==> src/verilog/arith_rs_pkg.sv <==
// Widths, depth, entry state type and port structs of the arithmetic reservation station
package arith_rs_pkg;

    // --------------------------------------------------------------------------
    // Widths and depth
    // --------------------------------------------------------------------------
    localparam int XLEN        = 32;                // Operand and result width
    localparam int ROB_IDX_LEN = 4;                 // ROB tag width
    localparam int EU_CTL_LEN  = 4;                 // Execution unit control width
    localparam int EXCEPT_LEN  = 4;                 // Exception code width
    localparam int RS_DEPTH    = 4;                 // Number of entries
    localparam int RS_IDX_LEN  = $clog2(RS_DEPTH);

    // Entry FSM states
    typedef enum logic [2:0] {
        EMPTY,
        RS12_PENDING,   // Both operands missing
        RS1_PENDING,
        RS2_PENDING,
        EX_REQ,         // Operands complete, request raised
        EX_WAIT,        // Accepted by the execution unit
        COMPLETED       // Result held until the CDB takes it
    } rs_state_t;

    // --------------------------------------------------------------------------
    // Port words
    // --------------------------------------------------------------------------

    // Operand from the issue stage
    typedef struct packed {
        logic                   ready;      // Value already known
        logic [ROB_IDX_LEN-1:0] rob_idx;    // Producer tag when not ready
        logic [XLEN-1:0]        value;
    } op_data_t;

    typedef struct packed {
        logic [ROB_IDX_LEN-1:0] rob_idx;
        logic [XLEN-1:0]        res_value;
        logic                   except_raised;
        logic [EXCEPT_LEN-1:0]  except_code;
    } cdb_data_t;

    // Request to the execution unit
    typedef struct packed {
        logic [EU_CTL_LEN-1:0]  eu_ctl;
        logic [XLEN-1:0]        rs1_value;
        logic [XLEN-1:0]        rs2_value;
        logic [ROB_IDX_LEN-1:0] rob_idx;    // Destination tag
    } eu_req_t;

    typedef struct packed {
        logic [ROB_IDX_LEN-1:0] rob_idx;
        logic [XLEN-1:0]        result;
        logic                   except_raised;
        logic [EXCEPT_LEN-1:0]  except_code;
    } eu_res_t;

endpackage

==> src/verilog/prio_enc.sv <==
// Priority encoder returning the lowest set request line
`timescale 1ns/1ns

module prio_enc #(
    parameter int N = 4
) (
    input  logic [N-1:0]                       lines_i,
    output logic [$clog2((N > 1) ? N : 2)-1:0] idx_o,
    output logic                               valid_o
);

    typedef logic [$clog2((N > 1) ? N : 2)-1:0] idx_t;

    // Scan downwards so the lowest set line is written last
    always_comb begin
        idx_o   = '0;
        valid_o = 1'b0;
        for (int i = N - 1; i >= 0; i--) begin
            if (lines_i[i]) begin
                idx_o   = idx_t'(i);
                valid_o = 1'b1;
            end
        end
    end

endmodule

==> src/verilog/rs_entry.sv <==
// Single reservation station entry with its FSM, operand forwarding and stored fields
`timescale 1ns/1ns

module rs_entry (
    input  logic                                clk_i,
    input  logic                                rst_n_i,
    input  logic                                flush_i,
    input  logic                                insert_i,
    input  logic [arith_rs_pkg::EU_CTL_LEN-1:0]  issue_ctl_i,
    input  arith_rs_pkg::op_data_t              issue_rs1_i,
    input  arith_rs_pkg::op_data_t              issue_rs2_i,
    input  logic [arith_rs_pkg::ROB_IDX_LEN-1:0] issue_dest_i,
    input  logic                                eu_res_valid_i,
    input  arith_rs_pkg::eu_res_t               eu_res_i,
    input  logic                                cdb_valid_i,
    input  arith_rs_pkg::cdb_data_t             cdb_data_i,
    input  logic                                dispatch_i,
    input  logic                                retire_i,
    output arith_rs_pkg::rs_state_t             state_o,
    output arith_rs_pkg::eu_req_t               req_o,
    output arith_rs_pkg::cdb_data_t             cdb_o
);

    import arith_rs_pkg::*;

    // Update applied to the stored fields this cycle
    typedef enum logic [2:0] {
        OP_NONE,
        OP_INSERT,
        OP_SAVE_RS1,
        OP_SAVE_RS2,
        OP_SAVE_RS12,
        OP_SAVE_RES
    } op_t;

    rs_state_t              state_q, state_d;
    op_t                    op;

    eu_req_t                req_q;                  // Control, operand values, destination
    eu_res_t                res_q;                  // Result and exception from the EU
    logic [ROB_IDX_LEN-1:0] rs1_tag_q, rs2_tag_q;   // Producer tags of pending operands

    logic                   ins_fwd_rs1, ins_fwd_rs2;
    logic                   rs1_miss, rs2_miss;
    logic [XLEN-1:0]        ins_rs1_val, ins_rs2_val;
    logic                   fwd_rs1_eu, fwd_rs2_eu;
    logic                   fwd_rs1, fwd_rs2;
    logic                   res_hit;

    // --------------------------------------------------------------------------
    // Tag comparison
    // --------------------------------------------------------------------------
    always_comb begin
        // Forwarding in the insert cycle comes only from the execution unit
        ins_fwd_rs1 = eu_res_valid_i && (eu_res_i.rob_idx == issue_rs1_i.rob_idx);
        ins_fwd_rs2 = eu_res_valid_i && (eu_res_i.rob_idx == issue_rs2_i.rob_idx);
        rs1_miss    = !issue_rs1_i.ready && !ins_fwd_rs1;
        rs2_miss    = !issue_rs2_i.ready && !ins_fwd_rs2;
        ins_rs1_val = issue_rs1_i.ready ? issue_rs1_i.value : eu_res_i.result;
        ins_rs2_val = issue_rs2_i.ready ? issue_rs2_i.value : eu_res_i.result;

        // Pending operands listen to both the EU and the CDB
        fwd_rs1_eu  = eu_res_valid_i && (eu_res_i.rob_idx == rs1_tag_q);
        fwd_rs2_eu  = eu_res_valid_i && (eu_res_i.rob_idx == rs2_tag_q);
        fwd_rs1     = fwd_rs1_eu || (cdb_valid_i && (cdb_data_i.rob_idx == rs1_tag_q));
        fwd_rs2     = fwd_rs2_eu || (cdb_valid_i && (cdb_data_i.rob_idx == rs2_tag_q));

        res_hit     = eu_res_valid_i && (eu_res_i.rob_idx == req_q.rob_idx);
    end

    // --------------------------------------------------------------------------
    // Entry FSM
    // --------------------------------------------------------------------------
    always_comb begin
        state_d = state_q;
        op      = OP_NONE;
        case (state_q)
            EMPTY: begin
                if (insert_i) begin
                    op = OP_INSERT;
                    if (rs1_miss && rs2_miss) begin
                        state_d = RS12_PENDING;
                    end else if (rs1_miss) begin
                        state_d = RS1_PENDING;
                    end else if (rs2_miss) begin
                        state_d = RS2_PENDING;
                    end else begin
                        state_d = EX_REQ;
                    end
                end
            end
            RS12_PENDING: begin
                if (fwd_rs1 && fwd_rs2) begin
                    op      = OP_SAVE_RS12;
                    state_d = EX_REQ;
                end else if (fwd_rs1) begin
                    op      = OP_SAVE_RS1;
                    state_d = RS2_PENDING;
                end else if (fwd_rs2) begin
                    op      = OP_SAVE_RS2;
                    state_d = RS1_PENDING;
                end
            end
            RS1_PENDING: begin
                if (fwd_rs1) begin
                    op      = OP_SAVE_RS1;
                    state_d = EX_REQ;
                end
            end
            RS2_PENDING: begin
                if (fwd_rs2) begin
                    op      = OP_SAVE_RS2;
                    state_d = EX_REQ;
                end
            end
            EX_REQ: begin
                if (res_hit) begin              // Result may overtake the acceptance
                    op      = OP_SAVE_RES;
                    state_d = COMPLETED;
                end else if (dispatch_i) begin
                    state_d = EX_WAIT;
                end
            end
            EX_WAIT: begin
                if (res_hit) begin
                    op      = OP_SAVE_RES;
                    state_d = COMPLETED;
                end
            end
            COMPLETED: begin
                if (retire_i) begin
                    state_d = EMPTY;
                end
            end
            default: state_d = EMPTY;
        endcase
    end

    always_ff @(posedge clk_i or negedge rst_n_i) begin
        if (!rst_n_i) begin
            state_q <= EMPTY;
        end else if (flush_i) begin
            state_q <= EMPTY;
        end else begin
            state_q <= state_d;
        end
    end

    // --------------------------------------------------------------------------
    // Stored fields
    // --------------------------------------------------------------------------
    always_ff @(posedge clk_i) begin
        case (op)
            OP_INSERT: begin
                req_q.eu_ctl    <= issue_ctl_i;
                req_q.rs1_value <= ins_rs1_val;
                req_q.rs2_value <= ins_rs2_val;
                req_q.rob_idx   <= issue_dest_i;
                rs1_tag_q       <= issue_rs1_i.rob_idx;
                rs2_tag_q       <= issue_rs2_i.rob_idx;
            end
            OP_SAVE_RS1: begin
                req_q.rs1_value <= fwd_rs1_eu ? eu_res_i.result : cdb_data_i.res_value;
            end
            OP_SAVE_RS2: begin
                req_q.rs2_value <= fwd_rs2_eu ? eu_res_i.result : cdb_data_i.res_value;
            end
            OP_SAVE_RS12: begin
                req_q.rs1_value <= fwd_rs1_eu ? eu_res_i.result : cdb_data_i.res_value;
                req_q.rs2_value <= fwd_rs2_eu ? eu_res_i.result : cdb_data_i.res_value;
            end
            OP_SAVE_RES: res_q <= eu_res_i;     // Tag equals the destination
            default: ;
        endcase
    end

    assign state_o             = state_q;
    assign req_o               = req_q;
    assign cdb_o.rob_idx       = res_q.rob_idx;
    assign cdb_o.res_value     = res_q.result;
    assign cdb_o.except_raised = res_q.except_raised;
    assign cdb_o.except_code   = res_q.except_code;

endmodule

==> src/verilog/arith_rs.sv <==
// Arithmetic reservation station top level with entries, selectors and output muxes
`timescale 1ns/1ns

module arith_rs (
    input  logic                                clk_i,
    input  logic                                rst_n_i,
    input  logic                                flush_i,

    // Issue stage
    input  logic                                issue_valid_i,
    output logic                                issue_ready_o,
    input  logic [arith_rs_pkg::EU_CTL_LEN-1:0]  issue_ctl_i,
    input  arith_rs_pkg::op_data_t              issue_rs1_i,
    input  arith_rs_pkg::op_data_t              issue_rs2_i,
    input  logic [arith_rs_pkg::ROB_IDX_LEN-1:0] issue_dest_i,

    // Execution unit
    input  logic                                eu_ready_i,
    output logic                                eu_valid_o,
    output arith_rs_pkg::eu_req_t               eu_req_o,
    input  logic                                eu_valid_i,     // Results are always accepted
    input  arith_rs_pkg::eu_res_t               eu_res_i,

    // Common data bus
    input  logic                                cdb_valid_i,
    input  arith_rs_pkg::cdb_data_t             cdb_data_i,
    input  logic                                cdb_ready_i,
    output logic                                cdb_valid_o,
    output arith_rs_pkg::cdb_data_t             cdb_data_o
);

    import arith_rs_pkg::*;

    rs_state_t             state [RS_DEPTH];
    eu_req_t               req_w [RS_DEPTH];
    cdb_data_t             cdb_w [RS_DEPTH];

    logic [RS_DEPTH-1:0]   empty_vec, ex_vec, cdb_vec;  // Selector request lines
    logic [RS_IDX_LEN-1:0] new_idx, ex_idx, cdb_idx;
    logic                  new_vld, ex_vld, cdb_vld;
    logic                  insert, dispatch, retire;

    logic                  ex_hold_q, cdb_hold_q;       // Offer stalled in the last cycle
    logic [RS_IDX_LEN-1:0] ex_hold_idx_q, cdb_hold_idx_q;
    logic [RS_IDX_LEN-1:0] ex_pick, cdb_pick;           // Entry actually offered
    logic                  ex_ok;

    // --------------------------------------------------------------------------
    // Handshake strobes
    // --------------------------------------------------------------------------
    assign insert   = issue_valid_i && new_vld;
    assign dispatch = ex_ok && eu_ready_i;
    assign retire   = cdb_vld && cdb_ready_i;

    // --------------------------------------------------------------------------
    // Entries
    // --------------------------------------------------------------------------
    for (genvar g = 0; g < RS_DEPTH; g++) begin : g_entry
        rs_entry u_entry (
            .clk_i          (clk_i),
            .rst_n_i        (rst_n_i),
            .flush_i        (flush_i),
            .insert_i       (insert && (new_idx == RS_IDX_LEN'(g))),
            .issue_ctl_i    (issue_ctl_i),
            .issue_rs1_i    (issue_rs1_i),
            .issue_rs2_i    (issue_rs2_i),
            .issue_dest_i   (issue_dest_i),
            .eu_res_valid_i (eu_valid_i),
            .eu_res_i       (eu_res_i),
            .cdb_valid_i    (cdb_valid_i),
            .cdb_data_i     (cdb_data_i),
            .dispatch_i     (dispatch && (ex_pick == RS_IDX_LEN'(g))),
            .retire_i       (retire && (cdb_pick == RS_IDX_LEN'(g))),
            .state_o        (state[g]),
            .req_o          (req_w[g]),
            .cdb_o          (cdb_w[g])
        );

        assign empty_vec[g] = (state[g] == EMPTY);
        assign ex_vec[g]    = (state[g] == EX_REQ);
        assign cdb_vec[g]   = (state[g] == COMPLETED);
    end

    // --------------------------------------------------------------------------
    // Entry selectors
    // --------------------------------------------------------------------------
    prio_enc #(.N(RS_DEPTH)) new_sel (     // Lowest free entry
        .lines_i (empty_vec),
        .idx_o   (new_idx),
        .valid_o (new_vld)
    );

    prio_enc #(.N(RS_DEPTH)) ex_sel (      // Lowest entry ready to execute
        .lines_i (ex_vec),
        .idx_o   (ex_idx),
        .valid_o (ex_vld)
    );

    prio_enc #(.N(RS_DEPTH)) cdb_sel (     // Lowest completed entry
        .lines_i (cdb_vec),
        .idx_o   (cdb_idx),
        .valid_o (cdb_vld)
    );

    // --------------------------------------------------------------------------
    // Stalled offers keep their entry until taken
    // --------------------------------------------------------------------------
    assign ex_pick  = ex_hold_q ? ex_hold_idx_q : ex_idx;
    assign cdb_pick = cdb_hold_q ? cdb_hold_idx_q : cdb_idx;
    assign ex_ok    = ex_hold_q ? ex_vec[ex_hold_idx_q] : ex_vld;  // Drops if the result overtakes

    always_ff @(posedge clk_i or negedge rst_n_i) begin
        if (!rst_n_i) begin
            ex_hold_q      <= 1'b0;
            cdb_hold_q     <= 1'b0;
            ex_hold_idx_q  <= '0;
            cdb_hold_idx_q <= '0;
        end else if (flush_i) begin
            ex_hold_q  <= 1'b0;
            cdb_hold_q <= 1'b0;
        end else begin
            ex_hold_q      <= ex_ok && !eu_ready_i;
            cdb_hold_q     <= cdb_vld && !cdb_ready_i;
            ex_hold_idx_q  <= ex_pick;
            cdb_hold_idx_q <= cdb_pick;
        end
    end

    // Outputs follow the selected entries
    assign issue_ready_o = new_vld;
    assign eu_valid_o    = ex_ok;
    assign eu_req_o      = req_w[ex_pick];
    assign cdb_valid_o   = cdb_vld;
    assign cdb_data_o    = cdb_w[cdb_pick];

endmodule

==> config.mk <==
export PLATFORM = sky130hd
export DESIGN_NAME = arith_rs
export DESIGN_NICKNAME = d
export VERILOG_FILES = /design/src/verilog/arith_rs_pkg.sv /design/src/verilog/prio_enc.sv /design/src/verilog/rs_entry.sv /design/src/verilog/arith_rs.sv
export SDC_FILE = /design/constraint.sdc
export NUM_CORES = 1
export LEC_CHECK = 0
export BUFFER_PORTS_ARGS = -buffer_cell sky130_fd_sc_hd__buf_4
export CORE_UTILIZATION = 50
export CTS_CLUSTER_DIAMETER = 30
export CTS_CLUSTER_SIZE = 20
export DETAILED_ROUTE_END_ITERATION = 8
export GPL_TIMING_DRIVEN = 0
export PLACE_DENSITY = 0.75
export SYNTH_ARGS = -nofsm -noshare
export SYNTH_HDL_FRONTEND = slang
export SYNTH_SLANG_ARGS = --single-unit
==> constraint.sdc <==
create_clock -name clk_i -period 6.5 [get_ports clk_i]
set_input_delay 0.325 -clock clk_i [delete_from_list [all_inputs] [get_ports clk_i]]
set_output_delay 0.325 -clock clk_i [all_outputs]
set_load 0.01 [all_outputs]
After elaboration in Yosys (flattened, before gate mapping)
Cells that the tools add are included.
W data, S select, Z words.

operators by class
  reductions and logical operators = 91
  mux-type cells = 134
  magnitude comparators = 3
  eq/ne operators = 103
  bitwise logic cells = 2

operators with widths
  operator              number
  $pmux W32 S2          8
  $mux W32              10
  $mux W3               59
  $bmux W72 S2          1
  $mux W72              2
  $eq A4 B4 Y1          22
  $pmux W3 S7           4
  $bmux W41 S2          1
  $mux W41              2
  $eq A3 B3 Y1 const B  20
  $pmux W3 S5           4
  $eq A3 B2 Y1 const B  16
  $ne A3 B2 Y1 const B  16
  $logic_and A1 B1 Y1   46
  $mux W2               22
  $reduce_and A7 Y1     4
  $eq A3 B1 Y1 const B  8
  $reduce_or A2 Y1      12
  $mux W1               20
  $ne A5 B2 Y1 const B  4
  $ne A4 B2 Y1 const B  4
  $reduce_bool A2 Y1    8
  $eq A2 B2 Y1 const B  6
  $logic_not A3 Y1      4
  9 further kinds       30

storage, ports and cells
  output and inout port bits = 116
  input port bits = 172
  word-level logic and storage cells = 381
  flip-flop bits (word level) = 502

Longest topological paths before layout
  depth after elaboration = 12
  gate-level depth with buffers = 19
  mapped depth without buffers = 14

Hierarchy
From an unflattened synthesis, not the netlist that was laid out.

unflattened totals
  cell total of the unflattened synthesis = 2700
  area total of the unflattened synthesis = 33240.6 um^2

modules (own cells, without submodules)
  module    instances  area an instance (um^2)  cells each  seq. area each (um^2)
  rs_entry  4          7470.9                   619         3708.6
  arith_rs  1          3251.9                   203         150.1
  prio_enc  3          35.0                     7           0.0

Worst setup path after synthesis
OpenSTA, ideal clock, no wires.

  path kind = input to register
  from = in eu_res_i[39] in the netlist's numbering
  to = reg g_entry[0].u_entry.req_q, in the netlist g_entry[0].u_entry.req_o[36] (enable)
  arrival time = 5.289 ns
  data required time = 6.125 ns
  path buffers = 1
  stages on the path = 13
  path slack = 0.836 ns
  setup time = 0.375 ns
  path through = buf_2 xor2_1 nor3_1 nand3_1 inv_1 nor2_1 inv_1 ha_1 nand2_1 a21oi_1 a22oi_1 a2111oi_0 or2_2

on the way
  word-level cells in the longest chain between the ends = 10
  elaborated cells between the ends (all ways) = 20
  classes of those cells = eq/ne (6); mux (6); reduce/logical (8)

ends and longest elaborated chain
  element                                              RTL line                         source
  start: declaration                                   arith_rs.sv:22                   input arith_rs_pkg::eu_res_t eu_res_i,
  $eq A4 B4 Y1                                         rs_entry.sv:64                   fwd_rs2_eu = eu_res_valid_i && (eu_res_i.rob_idx == rs2_tag_q);
  $logic_and A1 B1 Y1                                  rs_entry.sv:64
  $logic_or A1 B1 Y1                                   rs_entry.sv:66                   fwd_rs2 = fwd_rs2_eu || (cdb_valid_i && (cdb_data_i.rob_idx == rs2_tag_q));
  $mux W2                                              rs_entry.sv:99, rs_entry.sv:111
  $mux W3                                              rs_entry.sv:96                   end else if (fwd_rs1) begin
  $mux W3                                              rs_entry.sv:93                   if (fwd_rs1 && fwd_rs2) begin
  $pmux W3 S5 *                                        rs_entry.sv:77                   case (state_q)
  $eq A3 B2 Y1 / $eq A3 B3 Y1 (equally long branches)  rs_entry.sv:153                  case (op)
  $reduce_or A2 Y1 (no source line)                    n/a
  $reduce_bool A2 Y1 (no source line) *                n/a
  end: declaration                                     rs_entry.sv:39                   eu_req_t req_q;

Mark *: on every way between the ends. The rest lies on a longest branch, timed or not.
A chain may end at the register's enable or synchronous reset.

Final worst setup path
  from = in eu_res_i[39] in the netlist's numbering
  to = reg g_entry[3].u_entry.req_q, in the netlist g_entry[3].u_entry.req_o[64] (enable)

on the way
  word-level cells in the longest chain between the ends = 10
  elaborated cells between the ends (all ways) = 20
  classes of those cells = eq/ne (6); mux (6); reduce/logical (8)

ends and longest elaborated chain
  element                                              RTL line
  $eq A4 B4 Y1                                         rs_entry.sv:64
  $logic_and A1 B1 Y1                                  rs_entry.sv:64
  $logic_or A1 B1 Y1                                   rs_entry.sv:66
  $mux W2                                              rs_entry.sv:99, rs_entry.sv:111
  $mux W3                                              rs_entry.sv:96
  $mux W3                                              rs_entry.sv:93
  $pmux W3 S5 *                                        rs_entry.sv:77
  $eq A3 B2 Y1 / $eq A3 B3 Y1 (equally long branches)  rs_entry.sv:153
  $reduce_or A2 Y1 (no source line)                    n/a
  $reduce_bool A2 Y1 (no source line) *                n/a
  end: declaration                                     rs_entry.sv:39

Marked as above.

==> PnR_summary.wiki <==
{| class="wikitable"
! Metric !! Value
|-
| Run status || finished, violations left
|-
| Violations in the final reports || capacitance limit
|-
| Cell mode on critical path || sky130_fd_sc_hd__buf_4
|-
| Relative contribution of combinational cells to total power || roughly 30%
|-
| Fraction of power spent switching nets || between 30% and 40%
|-
| Tightest Hold Check Type || in -> reg
|-
| Post-layout min period || roughly 5300 ps
|-
| Dpl cell area || approximately 29000 um^2
|-
| Initial Util || 50.8%
|-
| Worst Setup End Kind || flip-flop
|-
| Global router's overall resource usage || 34.6%
|-
| Reg2Reg Setup Slack || between 1000 and 1500 ps
|-
| Top cell type's share of synthesized area || between 50% and 60%
|-
| Total Routed Length || between 90000 and 100000 um
|-
| Starting DRT DRC Count || between 3000 and 4000
|-
| Number of top-level pins || 288
|-
| Share of total power in sequential cells || 32.1%
|-
| Worst Path Max Fanout || 10
|-
| Crit path required time || between 6000 and 7000 ps
|-
| Gr ovfl total || 0
|-
| Power per unit of standard cell area || ~420 nW/um^2
|-
| Clock H-tree levels || 3
|-
| Worst Hold Path Cells || 3
|-
| Share of cells above drive strength 1 || 20.5%
|-
| Number of synthesized flops with an enable pin || just under 500
|-
| Maximum clock insertion buffer count || 3
|-
| Num rows || 83
|-
| CTS sink cnt || about 500
|-
| Gpl congestion || roughly 0.97
|-
| Fin worst setup slack || 1160 ps
|-
| Final Cell Area || 33500 um^2
|-
| Number of distinct standard cells referenced by the synthesized netlist || between 80 and 90
|-
| Count of mapped cells out of synthesis || 2368
|-
| Fillers || approximately 3800
|-
| Depth of the worst register-to-register path || 15
|-
| Unrepaired setup endpoints after global routing || false
|-
| Pre-CTS WS || around 1300 ps
|-
| End point of the worst hold path || g_entry[0].u_entry.req_o[27]
|-
| Dominant register cell in the synthesized netlist || sky130_fd_sc_hd__edfxtp_1
|-
| Worst-margin pin slew || approximately 1500 ps
|-
| Post_cts resized || 0
|-
| Average size of a mapped cell || roughly 11 um^2
|-
| Total via count after detailed routing || 23700
|-
| Total power || ~14 mW
|-
| Root Driver || sky130_fd_sc_hd__clkbuf_16
|-
| Crit Path Category || in -> reg
|-
| Family with the most delay on the worst path || buffers and inverters
|-
| Final-layout setup total negative slack || 0 ps
|-
| Final cycle utilization of the critical path || 82.2%
|-
| Most frequent standard cell in the layout excluding fill and tap cells || sky130_fd_sc_hd__edfxtp_1
|-
| Final hold violation count || 0
|-
| Register area share after synthesis || between 50% and 60%
|-
| Warning count from the yosys run || 0
|-
| DR DRC count || 0
|-
| Total of max-cap violations || 1
|-
| Startpoint kind of the worst setup timing path || input pin
|-
| Total of endpoints with negative setup slack in the final report || 0
|-
| TritonCTS clock tree || yes
|-
| Share of synthesized flip-flops with an asynchronous set or reset || roughly 3.6%
|-
| Number of detailed-routing iterations run before antenna repair || 9
|-
| Number of CTS-inserted buffers || 103
|-
| Destination of the worst register-to-register timing path || g_entry[3].u_entry.req_o[64]
|-
| Static Leak || 12.2 nW
|-
| Endpoint arrival time on the critical path || between 5000 and 6000 ps
|-
| Number of antenna violations at the first check in global routing || 11
|-
| Worst Hold Launch || issue_rs2_i[23]
|-
| Most used cells in the layout excluding fill and tap cells || 484 x sky130_fd_sc_hd__edfxtp_1, 446 x sky130_fd_sc_hd__nand2_1, 253 x sky130_fd_sc_hd__buf_4, 192 x sky130_fd_sc_hd__clkbuf_1, 114 x sky130_fd_sc_hd__a31oi_1
|-
| Average vias per placed instance || between 6 and 7
|-
| Int Power || a little over 9 mW
|-
| Core region area || 51600 um^2
|-
| Remaining antenna violation count || 0
|-
| Bufs and invs on worst path || 9
|-
| Top area cells in the synthesized netlist || sky130_fd_sc_hd__edfxtp_1 55%, sky130_fd_sc_hd__nand2_1 6.4%, sky130_fd_sc_hd__o221a_2 3.2%, sky130_fd_sc_hd__a222oi_1 2.8%, sky130_fd_sc_hd__a31oi_1 2.7%
|-
| Die outline area || 53400 um^2
|-
| Number of register bits inferred by synthesis || 502
|-
| Area of the mapped netlist || between 20000 and 30000 um^2
|-
| Chip height || approximately 230 um
|-
| Maximum vdd drop || about 310 uV
|-
| Share of total power in the clock network || around two fifths
|-
| R2r startpoint || g_entry[3].u_entry.rs2_tag_q[2]
|-
| Fin Hold WS || ~12 ps
|-
| Area growth from synthesis to layout || 27.8%
|-
| Synthesized netlist net count || roughly 2600
|-
| Worst stage delay on the critical path || 1110 ps
|-
| Worst-path clk slew || around 40 ps
|-
| Count of port buffers added during placement || approximately 240
|-
| Worst setup startpoint || eu_res_i[39]
|-
| Slew Limit Fails || 0
|-
| Insertion delay to the later sink of the worst-skew pair || ~670 ps
|-
| Vias in the first global route || between 20000 and 25000
|-
| First-pass GRT wire length || approximately 140000 um
|-
| Switching Power || 4.70 mW
|-
| Average wire per cell in the routed design || between 20 and 30 um
|-
| Leading area contributor after synthesis || sky130_fd_sc_hd__edfxtp_1
|-
| Post-layout nets || around 3000
|-
| Final Skew || ~35 ps
|-
| Width of the die || ~230 um
|-
| Ordered cell list for the critical path || dlygate4sd3_1 -> buf_4 -> buf_2 -> xnor2_1 -> nand3_1 -> nor2_1 -> nor2_1 -> inv_1 -> ha_1 -> nand2_1 -> o41ai_1 -> or4_1 -> buf_2 -> buf_1 -> clkbuf_1 -> o211ai_1 -> buf_4 -> buf_4
|-
| Post-detail-place hpwl || 65700 um
|-
| Max Clk Rate || between 150 and 200 MHz
|-
| Worst-case headroom to the max-slew limit || less than 1%
|-
| Max stage delay cell, worst path || sky130_fd_sc_hd__nor2_1
|-
| Maximum number of pins on one net before global-route repair || 33
|-
| Instance count on the critical path || 18
|}
per-stage QoR:
| step | std cells | util [%] |
|---|---|---|
| 6_report | 3569 | 64.9 |
| 3_5_place_dp | 3315 | 57.0 |
| 2_1_floorplan | 2368 | - |
| 3_3_place_gp | 3292 | 56.0 |
| 5_1_grt | 3567 | 64.9 |
| 4_1_cts | 3561 | 64.9 |
power by group through the flow:
stage	sequential (mW)	combinational [mW]	clock, mW
after floorplan	4.49	2.12	0
after global placement	4.57	3.79	0
after detailed placement	4.53	4.01	0
after CTS	4.48	4.06	5.34
after global routing	4.53	4.38	5.51
final	4.49	4.16	5.36
routing by layer:
metal / share of wire [%] / vias up / global-route usage (%)
met2: 47 / 1821 / 54.9
li1: - / 10100 / -
met3: 13 / 346 / 8.82
met1: 35 / 11400 / 43.4
met4: 5.0 / 8 / 18.9
met5: 0.053 / - / 0
worst max path at each step:
stage / end / slack, ps
floorplan: g_entry[0].u_entry.req_o[36] / 840
global placement: g_entry[3].u_entry.cdb_o[38] / -2380
detailed placement: g_entry[3].u_entry.req_o[65] / 1350
CTS: g_entry[3].u_entry.req_o[65] / 1460
global route: g_entry[3].u_entry.req_o[64] / 1150
finish: g_entry[3].u_entry.req_o[64] / 1160
synthesized netlist by cell type (7+ instances only):
| master | number |
|---|---|
| sky130_fd_sc_hd__a21oi_1 | 52 |
| sky130_fd_sc_hd__dfrtp_1 | 18 |
| sky130_fd_sc_hd__a22o_1 | 34 |
| sky130_fd_sc_hd__nand2_1 | 448 |
| sky130_fd_sc_hd__and3_1 | 47 |
| sky130_fd_sc_hd__nand4_1 | 66 |
| sky130_fd_sc_hd__nor3b_1 | 7 |
| sky130_fd_sc_hd__xor2_1 | 31 |
| sky130_fd_sc_hd__o21ai_0 | 21 |
| sky130_fd_sc_hd__xnor2_1 | 61 |
| sky130_fd_sc_hd__a22oi_1 | 36 |
| sky130_fd_sc_hd__inv_1 | 57 |
| sky130_fd_sc_hd__nand3_1 | 62 |
| sky130_fd_sc_hd__a31oi_1 | 114 |
| sky130_fd_sc_hd__o22ai_1 | 67 |
| sky130_fd_sc_hd__nand2b_1 | 41 |
| sky130_fd_sc_hd__edfxtp_1 | 484 |
| sky130_fd_sc_hd__buf_2 | 35 |
| sky130_fd_sc_hd__o221a_2 | 74 |
| sky130_fd_sc_hd__nand3b_1 | 37 |
| sky130_fd_sc_hd__clkbuf_1 | 185 |
| sky130_fd_sc_hd__ha_1 | 15 |
| sky130_fd_sc_hd__mux2i_1 | 8 |
| sky130_fd_sc_hd__a222oi_1 | 73 |
| sky130_fd_sc_hd__buf_1 | 22 |
| sky130_fd_sc_hd__o221a_1 | 23 |
| sky130_fd_sc_hd__o32ai_1 | 35 |
| sky130_fd_sc_hd__o31ai_1 | 39 |
| sky130_fd_sc_hd__nor2_1 | 42 |
| sky130_fd_sc_hd__nor3_1 | 26 |
state kept, by name, indices dropped and copies added (netlist names):
signal / flops
g_entry.u_entry.rs1_tag_q: 16
g_entry.u_entry.rs2_tag_q: 16
ex_hold_idx_q: 2
cdb_hold_idx_q: 2
ex_hold_q: 1
cdb_hold_q: 1
g_entry.u_entry.cdb_o: 164
g_entry.u_entry.req_o: 288
g_entry.u_entry.state_o: 12
layout make-up:
| type | count | area, um^2 | area share [%] |
|---|---|---|---|
| well taps | 680 | 851 | 2.54 |
| inverters | 58 | 218 | 0.650 |
| clock buffers | 110 | 2600 | 7.77 |
| repair buffers | 320 | 2720 | 8.11 |
| diodes | 8 | 20.0 | 0.0597 |
| plain buffers | 246 | 986 | 2.94 |
| flip-flops and latches | 502 | 15000 | 44.7 |
| clock inverters | 83 | 945 | 2.82 |
| multi-input cells | 1562 | 10200 | 30.4 |
worst reg2reg max path, delay by kind of cell (launching register included):
| family | cells | cell delay [ps] |
|---|---|---|
| AND/OR/NAND/NOR | 5 | 1830 |
| XOR/XNOR | 1 | 200 |
| AO/OA/AOI/OAI | 2 | 550 |
| adder cells (fa/ha/maj) | 1 | 180 |
| flip-flops | 1 | 440 |
| buffers and inverters | 6 | 1850 |
repair_timing:
item / CTS / global route
buffers inserted: 0 / 0
endpoints found under the hold margin: 219 / 0
hold buffers: 53 / 0
cells by family after synthesis:
kind of cell / count (synthesis) / synth area share, %
flops: 502 / 57.1
simple gates: 813 / 14.7
fa+ha+maj: 15 / 0.716
xor+xnor: 92 / 3.07
mux: 16 / 0.735
compound gates: 626 / 19.0
buf+inv: 304 / 4.59
No activity file was read; power rests on OpenSTA's default activity.
